[src/hw/legalizer_pkg.sv]
/*
 * Burst legalizer shared definitions
 * Bus widths, AXI page size and the vector types used across the design
 */
`default_nettype none

package legalizer_pkg;

    // --------------------
    // Bus geometry
    // --------------------
    localparam int unsigned ADDR_W   = 32;
    localparam int unsigned DATA_W   = 32;
    localparam int unsigned LEN_W    = 32;
    // Bytes per data word
    localparam int unsigned STRB_W   = DATA_W / 8;
    // Byte offset inside a word
    localparam int unsigned OFFSET_W = $clog2(STRB_W);

    // --------------------
    // AXI page
    // --------------------
    // 256 beats max, but never past the 4 KiB boundary
    localparam int unsigned PAGE_SIZE = (256 * STRB_W > 4096) ? 4096 : 256 * STRB_W;
    localparam int unsigned PAGE_W    = $clog2(PAGE_SIZE);
    // AXI len field, beats minus one
    localparam int unsigned BEATS_W   = 8;

    // --------------------
    // Vector types
    // --------------------
    // Byte address
    typedef logic [ADDR_W-1:0]   addr_t;
    // Byte length of a whole transfer
    typedef logic [LEN_W-1:0]    len_t;
    // Bytes in one chunk, 0 up to PAGE_SIZE inclusive
    typedef logic [PAGE_W:0]     chunk_len_t;
    // Offset, tailer and shift within a word
    typedef logic [OFFSET_W-1:0] offset_t;
    // AXI beat count minus one
    typedef logic [BEATS_W-1:0]  beats_t;

endpackage

`default_nettype wire

[src/hw/chunk_if.sv]
/*
 * Legalized chunk link
 * One chunk moves from a walker to its request former per valid/ready handshake
 */
`default_nettype none

interface chunk_if import legalizer_pkg::*; ();

    // Walker holds a chunk
    logic       valid;
    // Downstream of the former accepts it
    logic       ready;
    // First byte address of the chunk
    addr_t      addr;
    // Byte count of the chunk
    chunk_len_t num_bytes;
    // Final chunk of the transfer
    logic       last;

    modport walker (
        output valid, addr, num_bytes, last,
        input  ready
    );

    modport former (
        input  valid, addr, num_bytes, last,
        output ready
    );

endinterface

`default_nettype wire

[src/hw/axi_write_former.sv]
/*
 * AXI write burst former
 * Turns a page-bounded chunk into an AW burst plus write data-path fields
 */
`default_nettype none

module axi_write_former import legalizer_pkg::*; (
    input  wire logic  clk_i,
    input  wire logic  reset_i,
    input  wire logic  load_i,
    input  wire addr_t start_addr_i,
    input  wire logic  flush_i,
    chunk_if.former    chunk,
    input  wire logic  w_ready_i,
    output logic       w_valid_o,
    output addr_t      aw_addr_o,
    output beats_t     aw_len_o,
    output offset_t    w_offset_o,
    output offset_t    w_tailer_o,
    output offset_t    w_shift_o,
    output logic       w_last_o
);

    offset_t    write_shift_q;
    offset_t    chunk_offset;
    // Bytes from the aligned burst start to the chunk end
    chunk_len_t burst_span;
    chunk_len_t burst_words;

    // --------------------
    // Handshake
    // --------------------
    assign w_valid_o   = chunk.valid & ~flush_i;
    assign chunk.ready = w_ready_i;

    // --------------------
    // AW burst
    // --------------------
    assign chunk_offset = chunk.addr[OFFSET_W-1:0];

    // Burst starts on a word boundary
    assign aw_addr_o = {chunk.addr[ADDR_W-1:OFFSET_W], {OFFSET_W{1'b0}}};

    // Never above PAGE_SIZE since the chunk stays inside one page
    assign burst_span = chunk.num_bytes + chunk_len_t'(chunk_offset);

    // Beats minus one, upper bits always zero
    assign burst_words = (burst_span - chunk_len_t'(1)) >> OFFSET_W;
    assign aw_len_o    = beats_t'(burst_words);

    // --------------------
    // Write data path
    // --------------------
    assign w_offset_o = chunk_offset;

    // Strobe end position in the final beat
    assign w_tailer_o = offset_t'(burst_span);

    // Marks the burst that closes the 1D transfer
    assign w_last_o = chunk.last;

    // Realign from word order to destination order
    always_ff @(posedge clk_i) begin
        if (reset_i) begin
            write_shift_q <= '0;
        end else if (load_i) begin
            write_shift_q <= offset_t'(-start_addr_i[OFFSET_W-1:0]);
        end
    end

    assign w_shift_o = write_shift_q;

endmodule

`default_nettype wire

[src/hw/chunk_walker.sv]
/*
 * Chunk walker
 * Holds the remaining part of one side's transfer and cuts it at a boundary
 */
`default_nettype none

module chunk_walker import legalizer_pkg::*; #(
    // Power of two, at most PAGE_SIZE
    parameter int unsigned BOUNDARY_BYTES = PAGE_SIZE
) (
    input  wire logic  clk_i,
    input  wire logic  reset_i,
    input  wire logic  load_i,
    input  wire logic  kill_i,
    input  wire logic  flush_i,
    input  wire addr_t start_addr_i,
    input  wire len_t  length_i,
    chunk_if.walker    chunk,
    output logic       busy_o
);

    // Low address bits that lie inside one boundary window
    localparam addr_t BOUNDARY_MASK = addr_t'(BOUNDARY_BYTES - 1);

    // Stored transfer state
    addr_t      addr_q;
    len_t       len_q;
    logic       valid_q;

    // Current chunk
    chunk_len_t dist_to_bound;
    logic       fits;
    logic       step;

    // --------------------
    // Chunk forming
    // --------------------
    // Bytes left before the next boundary
    assign dist_to_bound = chunk_len_t'(BOUNDARY_BYTES)
                         - chunk_len_t'(addr_q & BOUNDARY_MASK);

    // Rest of the transfer fits in this window
    assign fits = (len_q <= len_t'(dist_to_bound));

    assign chunk.valid     = valid_q;
    assign chunk.addr      = addr_q;
    assign chunk.last      = fits;
    assign chunk.num_bytes = fits ? chunk_len_t'(len_q) : dist_to_bound;

    // Handshake only counts while not flushing
    assign step = valid_q & chunk.ready & ~flush_i;

    // --------------------
    // Valid bit
    // --------------------
    always_ff @(posedge clk_i) begin
        if (reset_i) begin
            valid_q <= 1'b0;
        end else if (load_i) begin
            // New transfer beats a kill in the same cycle
            valid_q <= 1'b1;
        end else if (kill_i) begin
            valid_q <= 1'b0;
        end else if (step && fits) begin
            // Last chunk handed over, go idle
            valid_q <= 1'b0;
        end
    end

    // --------------------
    // Address and length
    // --------------------
    always_ff @(posedge clk_i) begin
        if (load_i) begin
            addr_q <= start_addr_i;
            len_q  <= length_i;
        end else if (step && !fits) begin
            // Jump to the boundary and drop the bytes just sent
            addr_q <= addr_q + addr_t'(dist_to_bound);
            len_q  <= len_q - len_t'(dist_to_bound);
        end
    end

    // Busy for as long as a chunk is pending
    assign busy_o = valid_q;

endmodule

`default_nettype wire

[src/hw/legalizer_top.sv]
/*
 * Burst legalizer top level
 * Splits a 1D transfer into OBI word reads and page-safe AXI write bursts
 */
`default_nettype none

module legalizer_top import legalizer_pkg::*; (
    input  wire logic  clk_i,
    input  wire logic  reset_i,

    // Transfer request
    input  wire logic  req_valid_i,
    output logic       req_ready_o,
    input  wire addr_t src_addr_i,
    input  wire addr_t dst_addr_i,
    input  wire len_t  length_i,

    // OBI read side
    output logic       r_valid_o,
    input  wire logic  r_ready_i,
    output addr_t      r_addr_o,
    output offset_t    r_offset_o,
    output offset_t    r_tailer_o,
    output offset_t    r_shift_o,

    // AXI write side
    output logic       w_valid_o,
    input  wire logic  w_ready_i,
    output addr_t      aw_addr_o,
    output beats_t     aw_len_o,
    output offset_t    w_offset_o,
    output offset_t    w_tailer_o,
    output offset_t    w_shift_o,
    output logic       w_last_o,

    // Control and status
    input  wire logic  flush_i,
    input  wire logic  kill_i,
    output logic       r_busy_o,
    output logic       w_busy_o
);

    chunk_if r_chunk ();
    chunk_if w_chunk ();

    // Side idle or on its final chunk
    logic r_done;
    logic w_done;
    logic load;

    // --------------------
    // Request acceptance
    // --------------------
    assign r_done = ~r_chunk.valid | r_chunk.last;
    assign w_done = ~w_chunk.valid | w_chunk.last;

    // Next request rides on the final handshakes of both sides
    assign req_ready_o = r_done & w_done & r_ready_i & w_ready_i & ~flush_i;

    // Shared load pulse for walkers and shift registers
    assign load = req_valid_i & req_ready_o;

    // --------------------
    // Read side
    // --------------------
    // OBI moves one word per request
    chunk_walker #(
        .BOUNDARY_BYTES(STRB_W)
    ) read_walker_inst (
        .clk_i        (clk_i),
        .reset_i      (reset_i),
        .load_i       (load),
        .kill_i       (kill_i),
        .flush_i      (flush_i),
        .start_addr_i (src_addr_i),
        .length_i     (length_i),
        .chunk        (r_chunk.walker),
        .busy_o       (r_busy_o)
    );

    obi_read_former read_former_inst (
        .clk_i        (clk_i),
        .reset_i      (reset_i),
        .load_i       (load),
        .start_addr_i (src_addr_i),
        .flush_i      (flush_i),
        .chunk        (r_chunk.former),
        .r_ready_i    (r_ready_i),
        .r_valid_o    (r_valid_o),
        .r_addr_o     (r_addr_o),
        .r_offset_o   (r_offset_o),
        .r_tailer_o   (r_tailer_o),
        .r_shift_o    (r_shift_o)
    );

    // --------------------
    // Write side
    // --------------------
    // Bursts cut at AXI page boundaries
    chunk_walker #(
        .BOUNDARY_BYTES(PAGE_SIZE)
    ) write_walker_inst (
        .clk_i        (clk_i),
        .reset_i      (reset_i),
        .load_i       (load),
        .kill_i       (kill_i),
        .flush_i      (flush_i),
        .start_addr_i (dst_addr_i),
        .length_i     (length_i),
        .chunk        (w_chunk.walker),
        .busy_o       (w_busy_o)
    );

    axi_write_former write_former_inst (
        .clk_i        (clk_i),
        .reset_i      (reset_i),
        .load_i       (load),
        .start_addr_i (dst_addr_i),
        .flush_i      (flush_i),
        .chunk        (w_chunk.former),
        .w_ready_i    (w_ready_i),
        .w_valid_o    (w_valid_o),
        .aw_addr_o    (aw_addr_o),
        .aw_len_o     (aw_len_o),
        .w_offset_o   (w_offset_o),
        .w_tailer_o   (w_tailer_o),
        .w_shift_o    (w_shift_o),
        .w_last_o     (w_last_o)
    );

endmodule

`default_nettype wire

[src/hw/obi_read_former.sv]
/*
 * OBI read request former
 * Turns a word chunk into an OBI read request plus read data-path fields
 */
`default_nettype none

module obi_read_former import legalizer_pkg::*; (
    input  wire logic  clk_i,
    input  wire logic  reset_i,
    input  wire logic  load_i,
    input  wire addr_t start_addr_i,
    input  wire logic  flush_i,
    chunk_if.former    chunk,
    input  wire logic  r_ready_i,
    output logic       r_valid_o,
    output addr_t      r_addr_o,
    output offset_t    r_offset_o,
    output offset_t    r_tailer_o,
    output offset_t    r_shift_o
);

    offset_t read_shift_q;
    offset_t chunk_offset;

    // --------------------
    // Handshake
    // --------------------
    // Flush holds the request back
    assign r_valid_o   = chunk.valid & ~flush_i;
    assign chunk.ready = r_ready_i;

    // --------------------
    // Request fields
    // --------------------
    // Byte position of the first valid byte in the word
    assign chunk_offset = chunk.addr[OFFSET_W-1:0];

    // OBI always reads whole words
    assign r_addr_o = {chunk.addr[ADDR_W-1:OFFSET_W], {OFFSET_W{1'b0}}};

    assign r_offset_o = chunk_offset;

    // End position wraps within the word
    assign r_tailer_o = offset_t'(chunk.num_bytes + chunk_len_t'(chunk_offset));

    // --------------------
    // Read shift
    // --------------------
    // Source misalignment, kept for the whole transfer
    always_ff @(posedge clk_i) begin
        if (reset_i) begin
            read_shift_q <= '0;
        end else if (load_i) begin
            read_shift_q <= start_addr_i[OFFSET_W-1:0];
        end
    end

    assign r_shift_o = read_shift_q;

endmodule

`default_nettype wire

[config.mk]
export PLATFORM = sky130hd
export DESIGN_NAME = legalizer_top
export DESIGN_NICKNAME = d
export VERILOG_FILES = /design/src/hw/legalizer_pkg.sv /design/src/hw/chunk_if.sv /design/src/hw/axi_write_former.sv /design/src/hw/chunk_walker.sv /design/src/hw/legalizer_top.sv /design/src/hw/obi_read_former.sv
export SDC_FILE = /design/constraint.sdc
export NUM_CORES = 1
export LEC_CHECK = 0
export ABC_AREA = 0
export BUFFER_PORTS_ARGS = -buffer_cell sky130_fd_sc_hd__buf_2
export CAP_MARGIN = 40
export CORE_ASPECT_RATIO = 1.2
export CORE_MARGIN = 2
export CORE_UTILIZATION = 45
export CTS_CLUSTER_SIZE = 40
export DETAILED_ROUTE_END_ITERATION = 7
export GPL_TIMING_DRIVEN = 1
export PLACE_DENSITY = 0.71
export SETUP_SLACK_MARGIN = 0.3
export SYNTH_ARGS = -nofsm -noshare
export SYNTH_HDL_FRONTEND = slang
export SYNTH_SLANG_ARGS = --single-unit
[constraint.sdc]
create_clock -name clk_i -period 8.7 [get_ports clk_i]
set_input_delay 2.175 -clock clk_i [delete_from_list [all_inputs] [get_ports clk_i]]
set_output_delay 2.175 -clock clk_i [all_outputs]
set_load 0.02 [all_outputs]
### Word-level counts from Yosys, hierarchy flattened

Cells that the tools add are included.

| storage, ports and cells | value |
|---|---|
| register bits after elaboration | 134 |
| bits of input ports | 103 |

| cells by class | value |
|---|---|
| add/sub/neg operators | 10 |
| muxes and demuxes | 16 |
| reductions and logical operators | 10 |
| order comparisons | 2 |
| bitwise logic cells | 16 |

Operator list:

| operator | count |
|---|---|
| $mux W32 | 8 |
| $add A32 B11 Y32 | 2 |
| $le A32 B11 Y1 | 2 |
| $sub A32 B11 Y32 | 2 |
| $and A1 B1 Y1 | 11 |
| $sub A11 B10 Y11 const A | 1 |
| $add A10 B2 Y10 | 1 |
| $mux W10 | 1 |
| $sub A10 B1 Y10 const B | 1 |
| $mux W1 | 6 |
| $reduce_bool A3 Y1 | 2 |
| $logic_and A1 B1 Y1 | 4 |
| $reduce_bool A2 Y1 | 2 |
| $sub A3 B2 Y4 const A | 1 |
| $not A1 Y1 | 3 |
| $add A2 B2 Y2 | 1 |
| $logic_not A1 Y1 | 2 |
| $mux W2 | 1 |
| $neg A2 Y2 | 1 |
| $or A1 B1 Y1 | 2 |

### Logic depth before layout (Yosys ltp)

| depth | value |
|---|---|
| word-level depth | 9 |
| mapped depth | 24 |

### Modules after synthesis

Synthesis repeated with hierarchy kept, for this count alone.

| unflattened totals | value |
|---|---|
| cell total of the unflattened synthesis | 1,127 |
| area, all modules | 10,415.0 µm² |

Modules (own cells, without submodules):

| module | area an instance (µm²) | instances | cells each |
|---|---|---|---|
| chunk_walker (write_walker_inst) | 5,027.3 | 1 | 543 |
| chunk_walker (read_walker_inst) | 4,167.7 | 1 | 431 |
| axi_write_former | 802.0 | 1 | 101 |
| obi_read_former | 370.4 | 1 | 46 |
| legalizer_top | 47.5 | 1 | 6 |

### Worst setup path before layout

No wires, ideal clock.

| timing | value |
|---|---|
| kind | reg2out |
| from | register write_walker_inst.addr_q[0], in the netlist write_walker_inst.chunk.addr[0] |
| to | output aw_len_o[7] |
| slack | 0.496 ns |
| data arrival time | 6.029 ns |
| stages on the path, launching flop included | 23 |
| cell sequence | edfxtp_1 inv_1 ha_1 nor3b_1 and2_1 ha_1 ha_1 nand4_1 a21oi_1 o21bai_1 o211ai_4 buf_6 clkbuf_1 mux2_2 ha_1 a21oi_1 nand3_1 a21oi_1 a21oi_1 a2111oi_4 nand3_1 mux2i_1 xnor2_1 |

| between the ends | value |
|---|---|
| cells in the longest elaborated chain, start to end | 5 |

RTL lines:

| item | RTL line | source |
|---|---|---|
| start: declaration | chunk_walker.sv:26 | `addr_t addr_q;` |
| start signal: assignment | chunk_walker.sv:75 | `addr_q <= start_addr_i;` |
| start signal: assignment | chunk_walker.sv:79 | `addr_q <= addr_q + addr_t'(dist_to_bound);` |
| $sub A11 B10 Y11 | chunk_walker.sv:40 | `- chunk_len_t'(addr_q & BOUNDARY_MASK);` |
| $le A32 B11 Y1 | chunk_walker.sv:43 | `assign fits = (len_q <= len_t'(dist_to_bound));` |
| $mux W10 | chunk_walker.sv:48 | `assign chunk.num_bytes = fits ? chunk_len_t'(len_q) : dist_to_bound;` |
| $add A10 B2 Y10 (*) | axi_write_former.sv:45 | `assign burst_span = chunk.num_bytes + chunk_len_t'(chunk_offset);` |
| $sub A10 B1 Y10 (*) | axi_write_former.sv:48 | `assign burst_words = (burst_span - chunk_len_t'(1)) >> OFFSET_W;` |
| end: declaration | legalizer_top.sv:30 | `output beats_t aw_len_o,` |

Every way passes the cells marked *; elsewhere a longest branch is shown, timed or not.

### Worst setup path after layout

Ends and elaborated chain as after synthesis.

==> flow_summary.json <==
{
  "status": "completed",
  "post_synth.cell_area_avg_um2": 9.49,
  "timing.rr.end": "write_walker_inst.chunk.addr[21]",
  "crit_arrival_ns": 5.78,
  "ys.flop_type": "edfxtp_1",
  "place_hpwl_mm": 17.4,
  "pwr-share-comb": 0.100,
  "clock_path_buffers": 2,
  "setup_violations": 0,
  "synth_top_area_share": 0.427,
  "dieWidth_um": 133,
  "r2r-start": "write_walker_inst.chunk.addr[0]",
  "drt-met1-wl_mm": 10.1,
  "place_congestion": 0.872,
  "seqPwrFrac": 0.427,
  "synth_seq_cells": 134,
  "grt_pass1_wl_mm": 37.6,
  "power_mw": 1.73,
  "p_sw_uw": 404,
  "drive_gt1_frac": 0.231,
  "cts_tree": "yes",
  "rsz0062_at_grt": "no",
  "clk_pin_slew_ns": 0.06,
  "clkLatencyLatePin_ns": 0.42,
  "synth.distinct_cells": 65,
  "min_to": "write_former_inst.w_shift_o[0]",
  "multi_input_area_um2": 4860,
  "synth_area_leaders": "edfxtp_1 (43%), xor2_1 (7.1%), xnor2_1 (7.0%), nand2_1 (5.3%), a21oi_1 (4.3%)",
  "slew_headroom": 0.416,
  "chipHeight_um": 159,
  "cp.required_ns": 6.53,
  "final_nets": 1281,
  "worst_setup_path_start_kind": "flip-flop",
  "pre_cts_ws_ns": 0.515,
  "cts-root-buf": "clkbuf_16",
  "fill_cells": 1786,
  "cts-hold-fix-buffers": 0,
  "io_pins": 193,
  "drt_wl_total_mm": 23.7,
  "vias_per_cell": 5.38,
  "fin_crit_sh": 0.915,
  "seq_area_um2": 3960,
  "hp-class": "reg -> reg",
  "synth_commonest_cells": "edfxtp_1 (128), nand2_1 (126), nor2_1 (81), a21oi_1 (78), o21ai_0 (74)",
  "holdPathStages": 2,
  "worst_slew_pin_slew_ns": 0.872,
  "clock-sinks": 134,
  "fin_tns_setup_ns": 0,
  "yosysMostFrequentCell": "edfxtp_1",
  "power.leakage_nw": 4.17,
  "grt_max_degree": 64,
  "fin_util": 0.563,
  "max-vdd-ir-drop_mv": 0.129,
  "crit_fanout": 9,
  "drcViolationCount": 0,
  "swShare": 0.233,
  "period_minus_slack_ns": 7.96,
  "cap_violations": 0,
  "syn-cell-area_um2": 9000,
  "synthCells": 949,
  "seq_area_frac_synth": 0.440,
  "fin_cells": 1420,
  "row_count": 56,
  "power.density_nw_per_um2": 157,
  "placed_area_um2": 10200,
  "yosysTopAreaCell": "edfxtp_1",
  "placed_cells": 1378,
  "drt_iter0_drc": 496,
  "area_delta_synth_final_pct": 22.7,
  "path_class": "reg -> out",
  "routedWlPerCell_um": 16.7,
  "cellInternalPower_mw": 1.33,
  "finClkSkew_ns": 0.0107,
  "start_util": 0.459,
  "async_reset_ff_frac": 0,
  "maxSlewViolCount": 0,
  "fp.coreArea_um2": 19600,
  "fin_ws_ns": 0.742,
  "holdCritStartpoint": "write_former_inst.w_shift_o[0]",
  "dieArea_um2": 21200,
  "r2r_cells": 16,
  "io_buffers": 188,
  "fin_area_um2": 11000,
  "numCtsBuffers": 17,
  "dr.max_layer_used": "met4",
  "p_clk_frac": 0.473,
  "grt-ovfl-total": 0,
  "reg2reg_slack_ns": 3.56,
  "firstDrtPassIters": 4,
  "cp-end-kind": "output port",
  "holdWs_ns": 0.454,
  "synth_warnings": 0,
  "antenna_found_initial": 1,
  "wl_met3_um": 928,
  "hold_violations": 0,
  "grt_pass1_vias": 7413,
  "htree_levels": 4,
  "via_count": 7635,
  "ant_nets": 0,
  "groute.usage.overall": 0.222,
  "synth-edff-count": 128,
  "wl_met2_mm": 11.9,
  "clock.fmax_mhz": 126
}
## area by class of cell
type	instances	area share
timing repair buffer	208	0.101
clock buffer	20	0.0423
multi-input combinational	755	0.440
inverter	29	0.00985
clock inverter	12	0.0179
tap	261	0.0296
sequential	134	0.359
antenna	1	0.000227
## power groups by stage
stage	logic (mW)	registers, mW	clock network (mW)
3_3_place_gp	0.164	0.753	0
6_report	0.173	0.740	0.820
2_1_floorplan	0.100	0.762	0
5_1_grt	0.190	0.742	0.851
3_5_place_dp	0.169	0.753	0
4_1_cts	0.170	0.740	0.827
## layout by cell type (no fill, tap or decap), drive strengths merged, types with 7 or more instances in the layout
cell type    n
inv         30
a31oi        7
nor2        81
nand3       22
xor2        73
mux2i       10
nand2      127
nor2b       13
or3         12
clkbuf      20
nand2b      10
xnor2       72
a21oi       78
edfxtp     128
nor4         9
and3        12
nor3        36
o21ai       76
nor3b        7
buf        208
nand4        9
ha          30
## registers in the layout (all words and copies together), names as in the netlist
register and count:
write_former_inst.w_shift_o 2, write_walker_inst.len_q 32, read_former_inst.r_shift_o 2, write_walker_inst.chunk.addr 32, read_walker_inst.len_q 32, read_walker_inst.chunk.addr 32, write_walker_inst.busy_o 1, read_walker_inst.busy_o 1
## what timing repair did
action	in CTS	in global routing
pin swaps	0	1
setup buffers	0	9
cloned	0	0
resized for setup	2	12
endpoints found under the setup margin	3	6
## worst max path at each step
stage / slack (ns) / to / from / cells past startpoint
2_1_floorplan: 0.50 / aw_len_o[7] / write_walker_inst.chunk.addr[0] / 22
3_3_place_gp: 0.69 / aw_len_o[7] / write_walker_inst.chunk.addr[0] / 22
3_5_place_dp: 0.51 / aw_len_o[7] / write_walker_inst.chunk.addr[0] / 22
4_1_cts: 0.30 / aw_len_o[7] / write_walker_inst.chunk.addr[1] / 21
5_1_grt: 0.29 / aw_len_o[7] / write_walker_inst.chunk.addr[0] / 21
6_report: 0.74 / aw_len_o[7] / write_walker_inst.chunk.addr[0] / 21
## per-layer routing
layer  global-route usage  vias up
met5                    0        -
met4               0.0924        0
met3               0.0360       49
met2                0.386      192
met1                0.275     3621
li1                     -     3773
## cell families (layout without fill, tap and decap cells)
family,count (synthesis),in the layout,share of synthesized area
AO/OA/AOI/OAI,197,197,0.127
XOR/XNOR,145,145,0.141
adder cells (fa/ha/maj),33,33,0.0484
buffers and inverters,63,269,0.0317
flip-flops,134,134,0.440
multiplexers,15,15,0.0188
other,1,5,0.000416
AND/OR/NAND/NOR,361,361,0.192
## critical path, cell delays in order, from the launching register on
cell and delay, ns:
edfxtp_1 0.46, inv_1 0.13, ha_1 0.27, nor3b_4 0.30, and2_1 0.21, ha_1 0.28, ha_1 0.38, nand4_1 0.19
a21oi_2 0.19, o21bai_1 0.13, o211ai_4 0.22, mux2_2 0.40, ha_1 0.35, a21oi_4 0.11, or3_1 0.32, a21oi_1 0.16
a21oi_1 0.12, a2111oi_4 0.46, nand3_2 0.18, mux2i_1 0.21, xnor2_1 0.13, buf_2 0.18
Power figures use the tool's default switching activity.
